$ cat config.mk
export PLATFORM = sky130hd
export DESIGN_NAME = dec_core
export DESIGN_NICKNAME = d
export VERILOG_FILES = /design/src/hw/dec_pkg.sv /design/src/hw/dec_pause_if.sv /design/src/hw/dec_core.sv /design/src/hw/dec_pause_timer.sv /design/src/hw/dec_halt_ctl.sv /design/src/hw/dec_nbload_ctl.sv /design/src/hw/dec_gpr_ctl.sv
export SDC_FILE = /design/constraint.sdc
export NUM_CORES = 2
export LEC_CHECK = 0
export BUFFER_PORTS_ARGS = -buffer_cell sky130_fd_sc_hd__buf_2
export CAP_MARGIN = 20
export CELL_PAD_IN_SITES_DETAIL_PLACEMENT = 1
export CELL_PAD_IN_SITES_GLOBAL_PLACEMENT = 2
export CORE_ASPECT_RATIO = 1.4
export CORE_MARGIN = 5
export CORE_UTILIZATION = 39
export CTS_BUF_LIST = sky130_fd_sc_hd__clkbuf_16
export DETAILED_ROUTE_END_ITERATION = 8
export PLACE_DENSITY_LB_ADDON = 0.1
export SYNTH_ARGS = -nofsm -noshare
export SYNTH_HDL_FRONTEND = slang
export SYNTH_SLANG_ARGS = --single-unit
$ cat constraint.sdc
create_clock -name clk -period 4.3 [get_ports clk]
set_clock_uncertainty 0.05 [all_clocks]
set_input_delay 0.215 -clock clk [delete_from_list [all_inputs] [get_ports clk]]
set_output_delay 0.215 -clock clk [all_outputs]
set_load 0.03 [all_outputs]
$ cat src/hw/dec_pkg.sv
package dec_pkg;

   //**********************************************************
   // datapath widths
   //**********************************************************
   localparam int XLEN       = 32;                    // data word
   localparam int NUM_GPR    = 32;                    // x0..x31
   localparam int REG_ADDR_W = 5;                     // log2 of NUM_GPR

   typedef logic [XLEN-1:0]       xlen_t;             // register data
   typedef logic [REG_ADDR_W-1:0] reg_addr_t;         // register index

   //**********************************************************
   // halt/run state machine
   //**********************************************************
   typedef enum logic [1:0] {
      st_run     = 2'b00,                             // normal retire
      st_pause   = 2'b01,                             // pause timer running
      st_halting = 2'b10,                             // draining loads
      st_halted  = 2'b11                              // stopped, retire blocked
   } halt_state_e;

   // st_halting only waits on the load side
   // st_pause returns to st_run by itself
   // st_halted leaves only on a run request

endpackage
$ cat src/hw/dec_pause_if.sv
`timescale 1ns/10ps

interface dec_pause_if #(
   parameter int PAUSE_W = 16                         // pause count width
);

   logic               pause_load;                    // start the count
   logic [PAUSE_W-1:0] pause_count;                   // cycles to pause
   logic               pause_clear;                   // abort on halt
   logic               pause_done;                    // last paused cycle

   modport ctl   (output pause_load, pause_count, pause_clear,
                  input  pause_done);                 // halt fsm side

   modport timer (input  pause_load, pause_count, pause_clear,
                  output pause_done);                 // down counter side

endinterface

$ cat src/hw/dec_core.sv
`timescale 1ns/10ps

module dec_core #(
   parameter int NBLOAD_DEPTH = 4,                    // load tags
   parameter int PAUSE_W      = 16                    // pause count width
) (
   input  logic clk,
   input  logic rst_n,

   // register file reads
   input  dec_pkg::reg_addr_t raddr0,
   input  dec_pkg::reg_addr_t raddr1,
   input  dec_pkg::reg_addr_t raddr2,
   input  dec_pkg::reg_addr_t raddr3,
   output dec_pkg::xlen_t     rd0,
   output dec_pkg::xlen_t     rd1,
   output dec_pkg::xlen_t     rd2,
   output dec_pkg::xlen_t     rd3,

   // retire writes
   input  logic               wen0,
   input  logic               wen1,
   input  dec_pkg::reg_addr_t waddr0,
   input  dec_pkg::reg_addr_t waddr1,
   input  dec_pkg::xlen_t     wd0,
   input  dec_pkg::xlen_t     wd1,

   // nonblocking loads
   input  logic                                      nbload_valid,
   input  logic [$clog2(NBLOAD_DEPTH > 1 ? NBLOAD_DEPTH : 2)-1:0] nbload_tag,
   input  dec_pkg::reg_addr_t                        nbload_rd,
   input  logic                                      nbload_inv_valid,
   input  logic [$clog2(NBLOAD_DEPTH > 1 ? NBLOAD_DEPTH : 2)-1:0] nbload_inv_tag,
   input  logic                                      nbload_data_valid,
   input  logic [$clog2(NBLOAD_DEPTH > 1 ? NBLOAD_DEPTH : 2)-1:0] nbload_data_tag,
   input  dec_pkg::xlen_t                            nbload_data,
   output logic                                      nbload_credit,

   // halt, run and pause
   input  logic               halt_req,
   input  logic               run_req,
   input  logic               lsu_halt_idle,
   input  logic               pause_wr,
   input  logic [PAUSE_W-1:0] pause_count,
   output logic               halt_ack,
   output logic               run_ack,
   output logic               halt_status,
   output logic               pause_state
);

   logic               load_wen;                      // load writeback port
   dec_pkg::reg_addr_t load_waddr;
   dec_pkg::xlen_t     load_wdata;
   logic               pending_any;                   // loads in flight
   logic               halted;                        // retire block

   dec_pause_if #(.PAUSE_W(PAUSE_W)) pause_if ();     // fsm to timer

   //**********************************************************
   // instances
   //**********************************************************
   dec_gpr_ctl u_gpr (.*);                            // architectural regs

   dec_nbload_ctl #(.NBLOAD_DEPTH(NBLOAD_DEPTH)) u_nbload (.*);

   dec_halt_ctl #(.PAUSE_W(PAUSE_W)) u_halt (
      .*,
      .pif (pause_if.ctl)
   );

   dec_pause_timer #(.PAUSE_W(PAUSE_W)) u_pause (
      .clk   (clk),
      .rst_n (rst_n),
      .pif   (pause_if.timer)
   );

endmodule

$ cat src/hw/dec_pause_timer.sv
`timescale 1ns/10ps

module dec_pause_timer #(
   parameter int PAUSE_W = 16                         // pause count width
) (
   input  logic       clk,
   input  logic       rst_n,
   dec_pause_if.timer pif
);

   logic [PAUSE_W-1:0] cnt_q;                         // cycles left in pause

   //**********************************************************
   // down counter
   //**********************************************************
   always_ff @(posedge clk) begin
      if (!rst_n) begin
         cnt_q <= '0;                                 // idle
      end else if (pif.pause_clear) begin
         cnt_q <= '0;                                 // halt aborts pause
      end else if (pif.pause_load) begin
         cnt_q <= pif.pause_count;                    // first paused cycle next
      end else if (cnt_q != '0) begin
         cnt_q <= cnt_q - 1'b1;
      end
   end

   // count hits zero at the end of this cycle
   assign pif.pause_done = (cnt_q == PAUSE_W'(1));

endmodule

$ cat src/hw/dec_halt_ctl.sv
`timescale 1ns/10ps

module dec_halt_ctl #(
   parameter int PAUSE_W = 16                         // pause count width
) (
   input  logic               clk,
   input  logic               rst_n,

   input  logic               halt_req,               // halt request
   input  logic               run_req,                // run request
   input  logic               lsu_halt_idle,          // lsu quiet enough to halt

   input  logic               pause_wr,               // pause register write
   input  logic [PAUSE_W-1:0] pause_count,            // cycles to pause

   input  logic               pending_any,            // loads still in flight

   output logic               halt_ack,               // pulse on entry to halted
   output logic               run_ack,                // pulse on return to run
   output logic               halt_status,            // level while halted
   output logic               pause_state,            // level while paused
   output logic               halted,                 // blocks retire writes

   dec_pause_if.ctl           pif
);

   dec_pkg::halt_state_e state_q;
   dec_pkg::halt_state_e state_d;

   logic halt_ack_q;
   logic run_ack_q;
   logic pause_start;                                 // accepted pause write
   logic pause_abort;                                 // halt during pause
   logic go_halted;                                   // halting drained
   logic go_run;                                      // run request accepted

   assign pause_start = (state_q == dec_pkg::st_run) & pause_wr & ~halt_req &
                        (pause_count != '0);          // zero count ignored
   assign pause_abort = (state_q == dec_pkg::st_pause) & halt_req;
   assign go_halted   = (state_q == dec_pkg::st_halting) & lsu_halt_idle & ~pending_any;
   assign go_run      = (state_q == dec_pkg::st_halted) & run_req;

   //**********************************************************
   // next state
   //**********************************************************
   always_comb begin
      state_d = state_q;
      unique case (state_q)
         dec_pkg::st_run: begin
            if (halt_req)
               state_d = dec_pkg::st_halting;         // halt beats pause
            else if (pause_start)
               state_d = dec_pkg::st_pause;
         end
         dec_pkg::st_pause: begin
            if (halt_req)
               state_d = dec_pkg::st_halting;         // timer cleared too
            else if (pif.pause_done)
               state_d = dec_pkg::st_run;
         end
         dec_pkg::st_halting: begin
            if (go_halted)
               state_d = dec_pkg::st_halted;
         end
         dec_pkg::st_halted: begin
            if (go_run)
               state_d = dec_pkg::st_run;
         end
         default: state_d = dec_pkg::st_run;
      endcase
   end

   always_ff @(posedge clk) begin
      if (!rst_n) begin
         state_q    <= dec_pkg::st_run;
         halt_ack_q <= 1'b0;
         run_ack_q  <= 1'b0;
      end else begin
         state_q    <= state_d;
         halt_ack_q <= go_halted;                     // lines up with st_halted
         run_ack_q  <= go_run;                        // lines up with st_run
      end
   end

   assign halt_ack    = halt_ack_q;
   assign run_ack     = run_ack_q;
   assign halt_status = (state_q == dec_pkg::st_halted);
   assign halted      = (state_q == dec_pkg::st_halted);
   assign pause_state = (state_q == dec_pkg::st_pause);

   // timer control
   assign pif.pause_load  = pause_start;
   assign pif.pause_count = pause_count;
   assign pif.pause_clear = pause_abort;

endmodule

$ cat src/hw/dec_nbload_ctl.sv
`timescale 1ns/10ps

module dec_nbload_ctl #(
   parameter int NBLOAD_DEPTH = 4                     // outstanding load tags
) (
   input  logic clk,
   input  logic rst_n,

   // issue from lsu
   input  logic                                      nbload_valid,
   input  logic [$clog2(NBLOAD_DEPTH > 1 ? NBLOAD_DEPTH : 2)-1:0] nbload_tag,
   input  dec_pkg::reg_addr_t                        nbload_rd,     // destination

   // invalidate from lsu
   input  logic                                      nbload_inv_valid,
   input  logic [$clog2(NBLOAD_DEPTH > 1 ? NBLOAD_DEPTH : 2)-1:0] nbload_inv_tag,

   // data return from lsu
   input  logic                                      nbload_data_valid,
   input  logic [$clog2(NBLOAD_DEPTH > 1 ? NBLOAD_DEPTH : 2)-1:0] nbload_data_tag,
   input  dec_pkg::xlen_t                            nbload_data,

   // load write port to the register file
   output logic                                      load_wen,
   output dec_pkg::reg_addr_t                        load_waddr,
   output dec_pkg::xlen_t                            load_wdata,

   output logic                                      nbload_credit, // one per freed tag
   output logic                                      pending_any    // any tag in flight
);

   localparam int TAG_W = $clog2(NBLOAD_DEPTH > 1 ? NBLOAD_DEPTH : 2);

   logic [NBLOAD_DEPTH-1:0] valid_q;                  // tag in use
   dec_pkg::reg_addr_t      rd_q [NBLOAD_DEPTH];      // destination per tag
   logic                    credit_q;                 // registered credit pulse

   logic data_in_rng;                                 // tag within table
   logic inv_in_rng;
   logic data_hit;                                    // return names a pending tag
   logic inv_hit;                                     // invalidate names a pending tag

   assign data_in_rng = 32'(nbload_data_tag) < NBLOAD_DEPTH;
   assign inv_in_rng  = 32'(nbload_inv_tag) < NBLOAD_DEPTH;

   assign data_hit = nbload_data_valid & data_in_rng & valid_q[nbload_data_tag];
   assign inv_hit  = nbload_inv_valid & inv_in_rng & valid_q[nbload_inv_tag];

   //**********************************************************
   // tag table
   //**********************************************************
   always_ff @(posedge clk) begin
      if (!rst_n) begin
         valid_q  <= '0;                              // all tags free
         credit_q <= 1'b0;
      end else begin
         credit_q <= data_hit | inv_hit;              // at most one free per cycle
         if (data_hit)
            valid_q[nbload_data_tag] <= 1'b0;         // written back
         if (inv_hit)
            valid_q[nbload_inv_tag] <= 1'b0;          // dropped, no write
         if (nbload_valid)
            valid_q[nbload_tag] <= 1'b1;              // new load in flight
      end
   end

   always_ff @(posedge clk) begin
      if (nbload_valid)
         rd_q[nbload_tag] <= nbload_rd;               // capture destination
   end

   // writeback in the cycle of the return, x0 dropped by the gpr
   assign load_wen   = data_hit;
   assign load_waddr = rd_q[nbload_data_tag[TAG_W-1:0]];
   assign load_wdata = nbload_data;

   assign nbload_credit = credit_q;
   assign pending_any   = |valid_q;

endmodule

$ cat src/hw/dec_gpr_ctl.sv
`timescale 1ns/10ps

module dec_gpr_ctl (
   input  logic              clk,
   input  logic              rst_n,

   input  dec_pkg::reg_addr_t raddr0,                 // i0 rs1
   input  dec_pkg::reg_addr_t raddr1,                 // i0 rs2
   input  dec_pkg::reg_addr_t raddr2,                 // i1 rs1
   input  dec_pkg::reg_addr_t raddr3,                 // i1 rs2
   output dec_pkg::xlen_t     rd0,
   output dec_pkg::xlen_t     rd1,
   output dec_pkg::xlen_t     rd2,
   output dec_pkg::xlen_t     rd3,

   input  logic              wen0,                    // slot 0 retire
   input  logic              wen1,                    // slot 1 retire
   input  dec_pkg::reg_addr_t waddr0,
   input  dec_pkg::reg_addr_t waddr1,
   input  dec_pkg::xlen_t     wd0,
   input  dec_pkg::xlen_t     wd1,

   input  logic              load_wen,                // nonblocking load return
   input  dec_pkg::reg_addr_t load_waddr,
   input  dec_pkg::xlen_t     load_wdata,

   input  logic              halted                   // blocks retire writes
);

   dec_pkg::xlen_t gpr [dec_pkg::NUM_GPR-1:1];        // x0 has no storage

   logic wen0_eff;                                    // slot 0 after halt mask
   logic wen1_eff;                                    // slot 1 after halt mask

   assign wen0_eff = wen0 & ~halted;
   assign wen1_eff = wen1 & ~halted;

   //**********************************************************
   // write ports, slot 1 over slot 0 over load data
   //**********************************************************
   always_ff @(posedge clk) begin
      if (!rst_n) begin
         for (int i = 1; i < dec_pkg::NUM_GPR; i++) begin
            gpr[i] <= '0;                             // all regs clear
         end
      end else begin
         for (int i = 1; i < dec_pkg::NUM_GPR; i++) begin
            if (wen1_eff && (waddr1 == dec_pkg::reg_addr_t'(i)))
               gpr[i] <= wd1;                         // youngest retire wins
            else if (wen0_eff && (waddr0 == dec_pkg::reg_addr_t'(i)))
               gpr[i] <= wd0;
            else if (load_wen && (load_waddr == dec_pkg::reg_addr_t'(i)))
               gpr[i] <= load_wdata;                  // lowest priority
         end
      end
   end

   // read ports, x0 hardwired to zero
   assign rd0 = (raddr0 == '0) ? '0 : gpr[raddr0];
   assign rd1 = (raddr1 == '0) ? '0 : gpr[raddr1];
   assign rd2 = (raddr2 == '0) ? '0 : gpr[raddr2];
   assign rd3 = (raddr3 == '0) ? '0 : gpr[raddr3];

endmodule

Word level (Yosys, flattened, before mapping). Memories as Yosys holds them, arrays and structs flattened. Cells that the tools add are included.

Memories kept: 2. Output and inout bits: 133. RAM bits: 1012. Register bits after elaboration: 25. Input port bits: 164.

Eq/ne operators: 101. Muxes and demuxes: 496. Reductions and logical operators: 107. Order comparisons: 6. Bitwise operators: 114. Add/subtract/negate cells: 1.

Memories: u_gpr.gpr (words 31, bits a word 32, read ports 4, clocked after Yosys merged registers in 0, write ports 31, line dec_gpr_ctl.sv:30) `dec_pkg::xlen_t gpr [dec_pkg::NUM_GPR-1:1];`; u_nbload.rd_q (words 4, bits a word 5, read ports 1, clocked after Yosys merged registers in 0, write ports 1, line dec_nbload_ctl.sv:35) `dec_pkg::reg_addr_t rd_q [NBLOAD_DEPTH];`.

Operator list (number): 32-bit 2-to-1 mux (97); 1-bit 2-to-1 mux (380); 5-bit == test, second input constant (48); 5-bit by 4-bit == test with 1-bit output, second input constant (24); 1-bit logical AND (96); 1-bit bitwise OR (94); 5-bit by 3-bit == test with 1-bit output, second input constant (12); 16-bit 2-to-1 mux (2); 16-bit nonzero test (2); 5-bit by 2-bit == test with 1-bit output, second input constant (6); 5-bit logical NOT (4); 4-bit 2-to-1 mux (5); 16-bit by 1-bit == test with 1-bit output, second input constant (1); 16-bit by 1-bit subtractor with 16-bit output, second input constant (1); 5-bit by 1-bit == test with 1-bit output, second input constant (3); 2-bit 2-to-1 mux (6); 1-bit AND (11); 2-bit by 3-bit < comparator with 1-bit output, second input constant (3); 4-bit AND (2); 4-bit NOT (2); 2-bit case mux with 4 select lines (1); 1-bit demux with 2-bit select (3); 2-bit by 1-bit >= comparator with 1-bit output, second input constant (3); 1-bit binary-select mux with 2-bit select (2); other kinds (12) (17).

Logic depth before layout (Yosys ltp).
Depth in word-level cells: 13. Mapped depth: 10. Mapped depth without buffers: 7.

Hierarchy. Synthesis repeated with hierarchy kept, for this count alone.

Cell total of the unflattened synthesis: 7442. Area, all modules: 84629.9 sq um.

Modules (own cells, without submodules): dec_gpr_ctl (cells each 7191, area an instance 82031.2 sq um, instances 1, seq. area each 29788.6 sq um); dec_nbload_ctl (cells each 95, area an instance 1301.2 sq um, instances 1, seq. area each 700.7 sq um); dec_pause_timer (cells each 112, area an instance 927.1 sq um, instances 1, seq. area each 320.3 sq um); dec_halt_ctl (cells each 44, area an instance 370.4 sq um, instances 1, seq. area each 80.1 sq um).

Worst setup path after synthesis. Ideal clock, no wire load.

Kind: in2reg. From: input port nbload_data_tag[0] (netlist bit). To: memory u_gpr.gpr[21][0] (netlist bit), enable pin. Setup slack: -0.040 ns. Data arrival time: 3.825 ns. Setup time: 0.466 ns. Cell stages on the path: 5. Path buffers: 1. Cell sequence: buf_6 -> mux4_1 -> nand2b_1 -> or3_1 -> o21ai_0.

RTL lines: start: declaration (line dec_core.sv:35) `input logic [$clog2(NBLOAD_DEPTH > 1 ? NBLOAD_DEPTH : 2)-1:0] nbload_data_tag,`; end: declaration (line dec_gpr_ctl.sv:30).

==> summary.md <==
| Metric | Value |
|---|---|
| Synthesis Warnings | 0 |
| R2r setup slk | 0.49 ns |
| Hold depth | 3 |
| Post-Place Cells | 9,532 |
| Maxcap violations | 0 |
| # IOs | 297 |
| Slew Limit Fails | 0 |
| CP Data Required Time | 4.69 ns |
| CP max-delay cell | a21boi_1 |
| Initial antenna violation count | 37 |
| Initial drt markers | 13.1k |
| Total grt overflow | 0 |
| Critical path, cell by cell | a21boi_1, buf_4, and4_2, buf_4, nor2_4, buf_4, a32oi_1, o31ai_1 |
| Worst-path clk slew | 0.07 ns |
| RSZ-0062 raised after global routing | no |
| Avg WL per Cell | 49.1 um |
| Number of global-route vias before repair | 77.8k |
| Top Layer Used | met5 |
| Post-synth EDFFs | 1,012 |
| Via-per-instance ratio | 8.00 |
| Dpl hpwl | 334,000 um |
| Period utilisation layout | 88.7% |
| Post-synth top area share | 38.1% |
| FF+latch count, synth | 1,037 |
| CTS Root Cell | clkbuf_16 |
| Largest cells by area after synthesis | edfxtp_1, mux4_2, a22oi_1 |
| Final worst path period need | 3.81 ns |
| Non-Filler Instances | 9,875 |
| Fin util | 44.9% |
| Pwr Density | 329 mW/mm^2 |
| Final antenna-violating net count | 0 |
| Seq/Total Area, Yosys | 38.7% |
| Core Area | 0.204 sq mm |
| Power Internal | 20.1 mW |
| Final instance area | 0.0915 sq mm |
| Worst flop-to-flop path startpoint | u_halt.state_q[0] |
| Cts bufs inserted | 116 |
| Setup_tns | 0 ns |
| Post-Syn Area | 0.0799 sq mm |
| Clock latency at the later pin of the worst-skew pair | 0.77 ns |
| Area growth, synth to finish | 14.6% |
| CP dominant cell by count | buf_4 |
| Fmax | 262 MHz |
| Final Worst Setup Slack | 0.485 ns |
| Synthesized Nets | 7,279 |
| Net Sw Frac | 33.1% |
| DRC | 0 |
| DP Area | 0.0864 sq mm |
| CTS sink count | 1,037 |
| Worst setup EP type | register |
| Clock tree buffer depth | 3 |
| Yosys cell types | 71 |
| HP Class | input port to register |
| First-pass GRT wire length | 650,000 um |
| Worst slew pin tran | 1.47 ns |
| Chip height | 545 um |
| Clock share of power | 36.5% |
| Cells after Synth | 7,112 |
| Largest net degree at the start of global routing | 104 |
| Reg2reg path depth | 8 |
| Met2 wire len | 212,000 um |
| DRT Pass-1 Iters | 6 |
| Initial Utilization | 39.2% |
| Largest fanout on the critical path | 34 |
| Most common cell in the netlist | o21ai_0 |
| Vias | 79.0k |
| Power after layout | 30.1 mW |
| Met1 WL | 165,000 um |
| Area leader, netlist | edfxtp_1 |
| Met3 Wirelength | 74,600 um |
| Synthesized area per cell | 11.2 sq um |
| Fillers | 21.3k |
| Routability cong. | 1.01 |
| Switching power | 9.94 mW |
| Max VDD drop | 322 uV |
| CTS tree | done |
| Most frequent cells after synthesis | o21ai_0, edfxtp_1, a22oi_1 |
| Std cell rows | 196 |
| Die width | 392 um |
| Routed wire length | 485,000 um |
| Flop pwr share | 40.9% |
| HP Start | wd1[0] |
| Critical path class | register to register |
| Main synth FF type | edfxtp_1 |
| Setup WS pre-CTS | 0.668 ns |
| Endpoint, Worst Hold | u_gpr.gpr[11][0] |
| GRT Util Overall | 43.8% |
| H-tree levels | 3 |
| Ys async rst share | 0% |
| Crit path arrival time | 4.21 ns |
| Combinational Power Share | 22.6% |
| Final net count | 7,247 |
| Status | completed |
| Final hold violation count | 0 |
| Slew margin rel. | 2.22% |
| Setup violators final | 0 |
| Worst R2R End | u_gpr.gpr[1][5] |
| Layout cells sized above 1 | 26.4% |
| Lkg Pwr | 30.1 nW |
| I/O Buffers | 296 |
| Min Hold Slack | 0.0650 ns |
| Highest cell delay on the worst timing path | 0.62 ns |
| Area of the die | 0.214 sq mm |
| CP Launch Type | register |
-- what timing repair did --
item,4_1_cts,5_1_grt
hold endpoints to repair,225,0
setup buffers,0,0
gates resized for setup,0,0
hold buffers,101,0
-- area by class of cell --
class | instances | area, sq um | share of cell area (%)
multi-input combinational | 5090 | 46200 | 50.5
sequential | 1037 | 30900 | 33.8
timing repair buffer | 830 | 6950 | 7.60
tap | 2673 | 3340 | 3.66
clock buffer | 119 | 2980 | 3.25
clock inverter | 102 | 1030 | 1.12
antenna | 19 | 47.5 | 0.0520
inverter | 5 | 18.8 | 0.0205
-- placed cells by master, fill, tap and decap left out, types with 19 or more instances in the layout --
cell           Yosys  layout
buf_2             11     283
a21o_1            35      32
o22ai_1          132     132
o211ai_1          22      22
mux2i_1          389     389
clkbuf_16          0     119
diode_2            0      19
a32oi_1           54      54
nor2_1            82      40
buf_12             2      86
nor2_4             0      35
nor3_1            63      48
nand4_1          112     112
o221ai_1          65      64
a21oi_1          306     306
mux4_2           771     771
clkinv_1           0      24
dfxtp_1           25      25
nand2_1          317     294
nand2_2            0      23
edfxtp_1        1012    1012
nor2b_1          107     100
o21ai_0         1097    1085
a22oi_1          956     956
dlygate4sd3_1      0     101
clkinv_2           0      26
and2_1            50      49
nand3_1          123     105
a22o_1            58      58
a221o_1           32      32
and3_1            94      94
buf_4              0     347
a221oi_1          25      25
o21ai_2           20      21
-- power groups by stage --
| stage | Clock [mW] | Combinational, mW | Sequential (mW) |
|---|---|---|---|
| floorplan | 0 | 3.81 | 12.2 |
| global placement | 0 | 6.36 | 12.4 |
| detailed placement | 0 | 6.43 | 12.4 |
| CTS | 11.0 | 6.54 | 12.2 |
| global route | 11.4 | 6.89 | 12.3 |
| finish | 11.0 | 6.80 | 12.3 |
-- how the worst max path moves through the flow --
| stage | from | endpoint | slack (ns) | cells past startpoint |
|---|---|---|---|---|
| floorplan | nbload_data_tag[0] | u_gpr.gpr[21][0] | -0.04 | 5 |
| detailed placement | u_halt.state_q[0] | u_gpr.gpr[1][5] | 0.67 | 8 |
| global route | u_halt.state_q[0] | u_gpr.gpr[13][8] | 0.49 | 8 |
| CTS | u_halt.state_q[0] | u_gpr.gpr[1][5] | 0.64 | 8 |
| global placement | u_halt.state_q[0] | u_gpr.gpr[1][5] | 0.64 | 8 |
| finish | u_halt.state_q[0] | u_gpr.gpr[1][5] | 0.49 | 8 |
-- flip-flops by register name (all words and copies together), names as in the netlist --
| register | cells |
|---|---|
| u_gpr.gpr | 992 |
| u_halt.state_q | 2 |
| u_nbload.nbload_credit | 1 |
| u_halt.halt_ack | 1 |
| u_pause.cnt_q | 16 |
| u_halt.run_ack | 1 |
| u_nbload.rd_q | 20 |
| u_nbload.valid_q | 4 |
-- cell families (layout without fill, tap and decap cells) --
group                      after synthesis  after routing  synth area share, %
AOI/OAI and AO/OA                     2883           2883                 23.1
xor gates and xnor gates                14             14                0.154
adders and majority gates                3              3               0.0470
buffers and inverters                  985           1056                 4.73
DFF                                   1037           1037                 38.7
muxes                                 1165           1165                 26.7
other                                    0             19                    0
and+or+nand+nor                       1025           1025                 6.61
-- per-layer routing --
metal / GRT usage [%] / up-vias
met5: 1.05 / -
met3: 19.2 / 1728
met1: 52.9 / 41000
li1: - / 29400
met4: 23.3 / 28
met2: 65.7 / 6873
-- critical path, delay by kind of cell, from the launching register on --
kind | cells | cell delay, ns
simple gates | 2 | 0.36
flops | 1 | 0.40
buf+inv | 3 | 1.08
compound gates | 3 | 1.57
No activity file was read; power rests on OpenSTA's default activity.
